## config.mk

```make
export PLATFORM = sky130hd
export DESIGN_NAME = mips_core
export DESIGN_NICKNAME = d
export VERILOG_FILES = /design/src/design/mips_pkg.sv /design/src/design/regfile.sv /design/src/design/decode_stage.sv /design/src/design/execute_stage.sv /design/src/design/writeback_stage.sv /design/src/design/mips_core.sv
export SDC_FILE = /design/constraint.sdc
export NUM_CORES = 2
export LEC_CHECK = 0
export BUFFER_PORTS_ARGS = -buffer_cell sky130_fd_sc_hd__buf_2
export CAP_MARGIN = 25
export CORE_MARGIN = 5
export CORE_UTILIZATION = 41
export CTS_CLUSTER_DIAMETER = 200
export DETAILED_ROUTE_END_ITERATION = 8
export PLACE_DENSITY_LB_ADDON = 0.15
export SLEW_MARGIN = 10
export SYNTH_ARGS = -nofsm -noshare
export SYNTH_HDL_FRONTEND = slang
export SYNTH_SLANG_ARGS = --single-unit
```

## constraint.sdc

```tcl
create_clock -name clk -period 10.45 [get_ports clk]
set_clock_uncertainty 0.05 [all_clocks]
set_input_delay 2.09 -clock clk [delete_from_list [all_inputs] [get_ports clk]]
set_output_delay 2.09 -clock clk [all_outputs]
set_load 0.02 [all_outputs]
```

## src/design/mips_pkg.sv

```systemverilog
package mips_pkg;

    localparam int WORD_W     = 32;
    localparam int REG_ADDR_W = 5;
    localparam int NUM_REGS   = 32;

    typedef logic [WORD_W-1:0]     word_t;
    typedef logic [REG_ADDR_W-1:0] reg_addr_t;

    // major opcodes
    localparam logic [5:0] OP_SPECIAL = 6'b000000;
    localparam logic [5:0] OP_ADDIU   = 6'b001001;
    localparam logic [5:0] OP_SLTI    = 6'b001010;
    localparam logic [5:0] OP_SLTIU   = 6'b001011;
    localparam logic [5:0] OP_ANDI    = 6'b001100;
    localparam logic [5:0] OP_ORI     = 6'b001101;
    localparam logic [5:0] OP_XORI    = 6'b001110;
    localparam logic [5:0] OP_LUI     = 6'b001111;

    // SPECIAL funct field
    localparam logic [5:0] FN_SLL  = 6'b000000;
    localparam logic [5:0] FN_SRL  = 6'b000010;
    localparam logic [5:0] FN_SRA  = 6'b000011;
    localparam logic [5:0] FN_ADDU = 6'b100001;
    localparam logic [5:0] FN_SUBU = 6'b100011;
    localparam logic [5:0] FN_AND  = 6'b100100;
    localparam logic [5:0] FN_OR   = 6'b100101;
    localparam logic [5:0] FN_XOR  = 6'b100110;
    localparam logic [5:0] FN_NOR  = 6'b100111;
    localparam logic [5:0] FN_SLT  = 6'b101010;
    localparam logic [5:0] FN_SLTU = 6'b101011;

    typedef enum logic [3:0] {
        ALU_ADD, ALU_SUB, ALU_AND, ALU_OR, ALU_XOR, ALU_NOR,
        ALU_SLT, ALU_SLTU, ALU_SLL, ALU_SRL, ALU_SRA, ALU_LUI
    } alu_op_e;

    typedef struct packed {
        logic      valid;
        word_t     pc;
        alu_op_e   alu_op;
        word_t     opa;     // rs value, or shift amount
        word_t     opb;     // rt value or extended immediate
        reg_addr_t wd;
        logic      wreg;
    } id_ex_t;

    typedef struct packed {
        logic      valid;
        word_t     pc;
        reg_addr_t wd;
        logic      wreg;
        word_t     wdata;
    } ex_wb_t;

    typedef struct packed {
        logic      we;
        reg_addr_t waddr;
        word_t     wdata;
    } wb_write_t;

endpackage

```

## src/design/regfile.sv

```systemverilog
module regfile (
    input  logic                clk,
    input  logic                rst,
    input  mips_pkg::wb_write_t wr_i,
    input  mips_pkg::reg_addr_t raddr1_i,
    input  mips_pkg::reg_addr_t raddr2_i,
    output mips_pkg::word_t     rdata1_o,
    output mips_pkg::word_t     rdata2_o
);
    import mips_pkg::*;

    word_t regs [NUM_REGS];

    function automatic word_t read_port(input reg_addr_t addr);
        if (addr == '0) begin
            return '0;
        end
        if (wr_i.we && wr_i.waddr == addr) begin
            return wr_i.wdata;  // write-through
        end
        return regs[addr];
    endfunction

    always_ff @(posedge clk) begin
        if (rst) begin
            for (int i = 0; i < NUM_REGS; i++) begin
                regs[i] <= '0;
            end
        end else if (wr_i.we && wr_i.waddr != '0) begin
            regs[wr_i.waddr] <= wr_i.wdata;
        end
    end

    always_comb begin
        rdata1_o = read_port(raddr1_i);
        rdata2_o = read_port(raddr2_i);
    end

endmodule

```

## src/design/decode_stage.sv

```systemverilog
module decode_stage #(
    parameter mips_pkg::word_t RESET_PC = 32'hbfc00000
) (
    input  logic                clk,
    input  logic                rst,
    input  logic                inst_valid_i,
    input  mips_pkg::word_t     inst_i,
    output mips_pkg::reg_addr_t raddr1_o,
    output mips_pkg::reg_addr_t raddr2_o,
    input  mips_pkg::word_t     rdata1_i,
    input  mips_pkg::word_t     rdata2_i,
    input  mips_pkg::ex_wb_t    fwd_i,
    output mips_pkg::id_ex_t    id_ex_o
);
    import mips_pkg::*;

    logic [5:0]  opcode;
    logic [5:0]  funct;
    reg_addr_t   rs;
    reg_addr_t   rt;
    reg_addr_t   rd;
    logic [4:0]  sa;
    logic [15:0] imm;
    word_t       imm_sext;
    word_t       imm_zext;
    word_t       reg1;
    word_t       reg2;
    word_t       pc_q;      // pc of the next accepted instruction
    id_ex_t      id_ex_d;
    id_ex_t      id_ex_q;

    // take the result still in EX if it targets this register
    function automatic word_t fwd_sel(input reg_addr_t addr, input word_t rdata,
                                      input ex_wb_t fwd);
        if (fwd.valid && fwd.wreg && addr != '0 && fwd.wd == addr) begin
            return fwd.wdata;
        end
        return rdata;
    endfunction

    assign opcode   = inst_i[31:26];
    assign rs       = inst_i[25:21];
    assign rt       = inst_i[20:16];
    assign rd       = inst_i[15:11];
    assign sa       = inst_i[10:6];
    assign funct    = inst_i[5:0];
    assign imm      = inst_i[15:0];
    assign imm_sext = {{(WORD_W - 16){imm[15]}}, imm};
    assign imm_zext = {{(WORD_W - 16){1'b0}}, imm};

    assign raddr1_o = rs;
    assign raddr2_o = rt;
    assign reg1     = fwd_sel(rs, rdata1_i, fwd_i);
    assign reg2     = fwd_sel(rt, rdata2_i, fwd_i);

    always_comb begin
        id_ex_d.valid  = inst_valid_i;
        id_ex_d.pc     = pc_q;
        id_ex_d.alu_op = ALU_ADD;
        id_ex_d.opa    = reg1;
        id_ex_d.opb    = imm_sext;
        id_ex_d.wd     = rt;    // I-type writes rt
        id_ex_d.wreg   = 1'b1;
        case (opcode)
            OP_SPECIAL: begin
                id_ex_d.wd  = rd;
                id_ex_d.opb = reg2;
                case (funct)
                    FN_ADDU: id_ex_d.alu_op = ALU_ADD;
                    FN_SUBU: id_ex_d.alu_op = ALU_SUB;
                    FN_AND:  id_ex_d.alu_op = ALU_AND;
                    FN_OR:   id_ex_d.alu_op = ALU_OR;
                    FN_XOR:  id_ex_d.alu_op = ALU_XOR;
                    FN_NOR:  id_ex_d.alu_op = ALU_NOR;
                    FN_SLT:  id_ex_d.alu_op = ALU_SLT;
                    FN_SLTU: id_ex_d.alu_op = ALU_SLTU;
                    FN_SLL, FN_SRL, FN_SRA: begin
                        id_ex_d.opa = {{(WORD_W - 5){1'b0}}, sa};
                        id_ex_d.alu_op = (funct == FN_SLL) ? ALU_SLL :
                                         (funct == FN_SRL) ? ALU_SRL : ALU_SRA;
                    end
                    default: id_ex_d.wreg = 1'b0;
                endcase
            end
            OP_ADDIU: id_ex_d.alu_op = ALU_ADD;
            OP_SLTI:  id_ex_d.alu_op = ALU_SLT;
            OP_SLTIU: id_ex_d.alu_op = ALU_SLTU;   // sign-extended, compared unsigned
            OP_ANDI: begin
                id_ex_d.alu_op = ALU_AND;
                id_ex_d.opb    = imm_zext;
            end
            OP_ORI: begin
                id_ex_d.alu_op = ALU_OR;
                id_ex_d.opb    = imm_zext;
            end
            OP_XORI: begin
                id_ex_d.alu_op = ALU_XOR;
                id_ex_d.opb    = imm_zext;
            end
            OP_LUI: begin
                id_ex_d.alu_op = ALU_LUI;
                id_ex_d.opb    = imm_zext;
            end
            default: id_ex_d.wreg = 1'b0;
        endcase
    end

    always_ff @(posedge clk) begin
        if (rst) begin
            pc_q          <= RESET_PC;
            id_ex_q.valid <= 1'b0;
        end else begin
            id_ex_q <= id_ex_d;
            if (inst_valid_i) begin
                pc_q <= pc_q + 32'd4;   // idle cycles hold the pc
            end
        end
    end

    assign id_ex_o = id_ex_q;

endmodule

```

## src/design/execute_stage.sv

```systemverilog
module execute_stage (
    input  logic             clk,
    input  logic             rst,
    input  mips_pkg::id_ex_t id_ex_i,
    output mips_pkg::ex_wb_t fwd_o,
    output mips_pkg::ex_wb_t ex_wb_o
);
    import mips_pkg::*;

    word_t      opa;
    word_t      opb;
    logic [4:0] shamt;
    word_t      result;
    ex_wb_t     ex_wb_d;
    ex_wb_t     ex_wb_q;

    assign opa   = id_ex_i.opa;
    assign opb   = id_ex_i.opb;
    assign shamt = opa[4:0];

    always_comb begin
        case (id_ex_i.alu_op)
            ALU_ADD:  result = opa + opb;
            ALU_SUB:  result = opa - opb;
            ALU_AND:  result = opa & opb;
            ALU_OR:   result = opa | opb;
            ALU_XOR:  result = opa ^ opb;
            ALU_NOR:  result = ~(opa | opb);
            ALU_SLT:  result = {{(WORD_W - 1){1'b0}}, $signed(opa) < $signed(opb)};
            ALU_SLTU: result = {{(WORD_W - 1){1'b0}}, opa < opb};
            ALU_SLL:  result = opb << shamt;
            ALU_SRL:  result = opb >> shamt;
            ALU_SRA:  result = $signed(opb) >>> shamt;
            ALU_LUI:  result = {opb[15:0], 16'h0000};
            default:  result = '0;
        endcase
    end

    always_comb begin
        ex_wb_d.valid = id_ex_i.valid;
        ex_wb_d.pc    = id_ex_i.pc;
        ex_wb_d.wd    = id_ex_i.wd;
        ex_wb_d.wreg  = id_ex_i.wreg;
        ex_wb_d.wdata = result;
    end

    always_ff @(posedge clk) begin
        if (rst) begin
            ex_wb_q.valid <= 1'b0;
        end else begin
            ex_wb_q <= ex_wb_d;
        end
    end

    assign fwd_o   = ex_wb_d;  // seen by decode one cycle early
    assign ex_wb_o = ex_wb_q;

endmodule

```

## src/design/writeback_stage.sv

```systemverilog
module writeback_stage (
    input  mips_pkg::ex_wb_t    ex_wb_i,
    output mips_pkg::wb_write_t wr_o,
    output mips_pkg::word_t     debug_wb_pc_o,
    output logic [3:0]          debug_wb_rf_wen_o,
    output mips_pkg::reg_addr_t debug_wb_rf_wnum_o,
    output mips_pkg::word_t     debug_wb_rf_wdata_o
);
    import mips_pkg::*;

    logic we;

    // $zero writes are dropped here, so they never show on the trace
    assign we = ex_wb_i.valid && ex_wb_i.wreg && (ex_wb_i.wd != '0);

    always_comb begin
        wr_o.we    = we;
        wr_o.waddr = ex_wb_i.wd;
        wr_o.wdata = ex_wb_i.wdata;
    end

    assign debug_wb_pc_o       = ex_wb_i.pc;
    assign debug_wb_rf_wen_o   = {4{we}};   // all byte lanes
    assign debug_wb_rf_wnum_o  = ex_wb_i.wd;
    assign debug_wb_rf_wdata_o = ex_wb_i.wdata;

endmodule

```

## src/design/mips_core.sv

```systemverilog
module mips_core #(
    parameter mips_pkg::word_t RESET_PC = 32'hbfc00000
) (
    input  logic                clk,
    input  logic                rst,
    input  logic                inst_valid_i,
    input  mips_pkg::word_t     inst_i,
    output mips_pkg::word_t     debug_wb_pc_o,
    output logic [3:0]          debug_wb_rf_wen_o,
    output mips_pkg::reg_addr_t debug_wb_rf_wnum_o,
    output mips_pkg::word_t     debug_wb_rf_wdata_o
);
    import mips_pkg::*;

    reg_addr_t raddr1;
    reg_addr_t raddr2;
    word_t     rdata1;
    word_t     rdata2;
    id_ex_t    id_ex;
    ex_wb_t    ex_fwd;  // unregistered next EX/WB value
    ex_wb_t    ex_wb;
    wb_write_t wb_wr;

    decode_stage #(
        .RESET_PC(RESET_PC)
    ) decode0 (
        .clk(clk), .rst(rst),
        .inst_valid_i(inst_valid_i), .inst_i(inst_i),
        .raddr1_o(raddr1), .raddr2_o(raddr2),
        .rdata1_i(rdata1), .rdata2_i(rdata2),
        .fwd_i(ex_fwd),
        .id_ex_o(id_ex)
    );

    regfile regfile0 (
        .clk(clk), .rst(rst),
        .wr_i(wb_wr),
        .raddr1_i(raddr1), .raddr2_i(raddr2),
        .rdata1_o(rdata1), .rdata2_o(rdata2)
    );

    execute_stage execute0 (
        .clk(clk), .rst(rst),
        .id_ex_i(id_ex),
        .fwd_o(ex_fwd),
        .ex_wb_o(ex_wb)
    );

    writeback_stage writeback0 (
        .ex_wb_i(ex_wb),
        .wr_o(wb_wr),
        .debug_wb_pc_o(debug_wb_pc_o),
        .debug_wb_rf_wen_o(debug_wb_rf_wen_o),
        .debug_wb_rf_wnum_o(debug_wb_rf_wnum_o),
        .debug_wb_rf_wdata_o(debug_wb_rf_wdata_o)
    );

endmodule

```

==> impl_metrics.ini <==
[final_layout]
area_growth_synth_to_finish_pct = 10.4
mostFrequentLayoutCells = sky130_fd_sc_hd__edfxtp_1 (1196), sky130_fd_sc_hd__and2_1 (1002), sky130_fd_sc_hd__mux4_2 (701)
num-nets-final = 5359
layout.cells.most_common = sky130_fd_sc_hd__edfxtp_1
final_layout_size_suffix_gt1_share_pct = 24.3

[floorplanning]
die_wd_um = 432
initial_standard_cell_utilization_of_the_core_pct = 41.1
floorplan.die_area_mm2 = 0.187
placementRows = 155
ios = 108
floorplan.die.height_um = 432
core_mm2 = 0.178

[synthesis]
synth.yosys.warnings = 0
netlist.area_leader.share_pct = 49.1
synth.largest_area_cell = sky130_fd_sc_hd__edfxtp_1
netlist_top_cells_area = sky130_fd_sc_hd__edfxtp_1 (49%), sky130_fd_sc_hd__mux4_2 (22%), sky130_fd_sc_hd__and2_1 (8.6%)
synth-async-reset-ratio_pct = 0
yosys_register_bits = 1228
synth_edf_count = 1196
synth_seq_area_share_pct = 50.0
mapped_area_mm2 = 0.0731
yosysUniqueCellTypes = 98
avgSynthCellArea_um2 = 13.6
synth_top_flop_cell = sky130_fd_sc_hd__edfxtp_1
post_synth_inst_count = 5380

[placement]
port-buffer-count = 105
place.detailed.hpwl_um = 174000
pre_cts_ws_ps = 4450
final_estimated_routing_congestion_in_global_placement = 0.967

[drt]
route.detailed.wl_per_inst_um = 36.3
detailroute.via_count = 50100
drt-total-wl_um = 279000
dr.pass1.iters = 8
route.antenna.remaining_nets = 0
viasPerCell = 6.50
post-route-drc-count = 0
drtIter0Drc = 6770

[clock_network]
clk-insertion-delay-late_ps = 820
clk_pin_slew_ps = 60
clockRootBuffer = sky130_fd_sc_hd__clkbuf_16
cts-root-to-sink-buffers = 3
cts_tree = built
cts_setup_buffers = 0
cts.sink_count = 1228
cts-hold-fix-buffers = 0
cts-buffers-inserted = 138
cts.repair.resized = 0
cts.htree.levels = 4

[worst_setup_path]
worst_setup_path_end_kind = register
worst_r2r_startpoint = decode0.id_ex_o[24]
buffers_plus_inverters_on_the_worst_setup_path = 1
worstPathArrival_ps = 6250
timing.critical_path.mode_cell = sky130_fd_sc_hd__o21ai_0
critPathMaxStageDelay_ps = 870
worst_path_max_delay_cell = sky130_fd_sc_hd__edfxtp_1
cpLargestDelayFamily = compound AO/OA/AOI/OAI gates
setup.worst_path.class = reg2reg
crit_path_cell_trace = inv_1, ha_1, or4_1, nor4_1, nor2b_1, o21ai_0, a311oi_1, o31ai_1, a211oi_2, o21ai_0
critical_path_start_type = register
cp-startpoint = decode0.id_ex_o[24]
worstPathMaxFanout = 17
worstPathRequired_ps = 10920

[global_route]
grt_pass1_vias = 48900
pin_count_of_the_biggest_net_entering_global_routing = 101
track_usage_pct = 29.6
global_route_wire_length_before_repair_um = 389000
grt.overflow.total = 0
initial_antenna_violation_count = 31

[power]
clockPowerShare_pct = 37.6
power.density_mw_per_mm2 = 160
switching_share_pct = 29.2
share_comb_of_total_power_pct = 17.6
vdd_ir_drop_max_v = 0.000181
static-leakage-power_nw = 28.8
internal_mw = 9.16
total_power_mw = 13.0
share_of_power_burned_in_registers_pct = 44.8
power.switching_mw = 3.79

[sta]
setup_total_negative_slack_ps = 0
post-route-min-period_ps = 5780
worst_slew_margin_rel_pct = 27.2
fmax_mhz = 173
post_route_fraction_of_the_period_consumed_by_the_critical_path_pct = 55.3
worst_slew_pin_slew_ps = 1090
worst_slack_ps = 4670
timing.final.max_slew_violations = 0
setup_violations = 0
rsz0062_at_grt = false
report.final.hold_viol_count = 0

[run_status]
outcome = complete, no violations

[min_path]
worstHoldPathType = reg2reg
hold_start = decode0.id_ex_o[80]

[flow_run]
maxCapViolCount = 0
## flip-flops by register name (all words and copies together) (netlist names)
| signal | cells |
|---|---|
| execute0.ex_wb_o | 69 |
| decode0.id_ex_o | 105 |
| decode0.pc_q | 30 |
| regfile0.regs | 1024 |
## synth_stat cells, types with 99 or more instances
cell and n:
sky130_fd_sc_hd__edfxtp_1 1196, sky130_fd_sc_hd__and2_1 1002, sky130_fd_sc_hd__mux4_2 701, sky130_fd_sc_hd__clkbuf_1 378, sky130_fd_sc_hd__nand2_1 234, sky130_fd_sc_hd__nor2_1 203, sky130_fd_sc_hd__o21ai_0 147, sky130_fd_sc_hd__a21oi_1 140
sky130_fd_sc_hd__inv_1 122, sky130_fd_sc_hd__mux2i_1 115, sky130_fd_sc_hd__ha_1 100, sky130_fd_sc_hd__buf_2 99
## power groups by stage
stage	clock network (mW)	registers, mW	logic, mW
finish	4.87	5.80	2.28
global route	5.12	5.81	2.39
CTS	4.92	5.80	2.23
detailed placement	0	5.90	2.23
global placement	0	5.93	2.17
floorplan	0	5.82	1.46
## path summary, 6_finish.rpt
check        cells after the start  slack, ps                    to
max                             10       4670   decode0.id_ex_o[38]
min                              0        370  execute0.ex_wb_o[44]
max reg2reg                     10       4670   decode0.id_ex_o[38]
min reg2reg                      0        370  execute0.ex_wb_o[44]
## cell type report
class	instances	area (um^2)
Antenna cell	15	37.5
Clock buffer	177	3640
Clock inverter	77	791
Fill cell	15700	97300
Inverter	125	478
Multi-Input combinational cell	3454	34100
Sequential cell	1228	36600
Tap cell	2355	2950
Timing Repair Buffer	275	2170
## metrics by stage
step / utilization (%) / hold slack (ps) / std cells / cell area [um^2]
after floorplan: - / 350 / 5413 / 73300
after global placement: 42.6 / 354 / 7422 / 75900
after detailed placement: 42.8 / 355 / 7433 / 76200
after CTS: 45.3 / 373 / 7687 / 80600
after global routing: 45.3 / 378 / 7696 / 80700
final: 45.4 / 371 / 7706 / 80700
## per-layer routing
layer	wire length [um]	GRT usage [%]	share of wire (%)	up-vias
met3	24200	5.22	8.7	654
met2	132000	47.6	47	2908
met1	107000	39.0	38	26200
met5	13	0	0.0047	-
li1	-	-	-	20300
met4	15900	14.5	5.7	2
## cell families (layout without fill, tap and decap cells)
kind of cell | Yosys count | after routing | synth area share, %
other cells | 1 | 49 | 0.00513
simple gates | 1736 | 1736 | 13.3
flops | 1228 | 1228 | 50.0
mux | 839 | 839 | 23.5
fa+ha+maj | 102 | 102 | 1.77
buf+inv | 731 | 654 | 4.35
compound gates | 689 | 689 | 6.43
xor+xnor | 54 | 54 | 0.647
No activity file was read; power rests on OpenSTA's default activity.
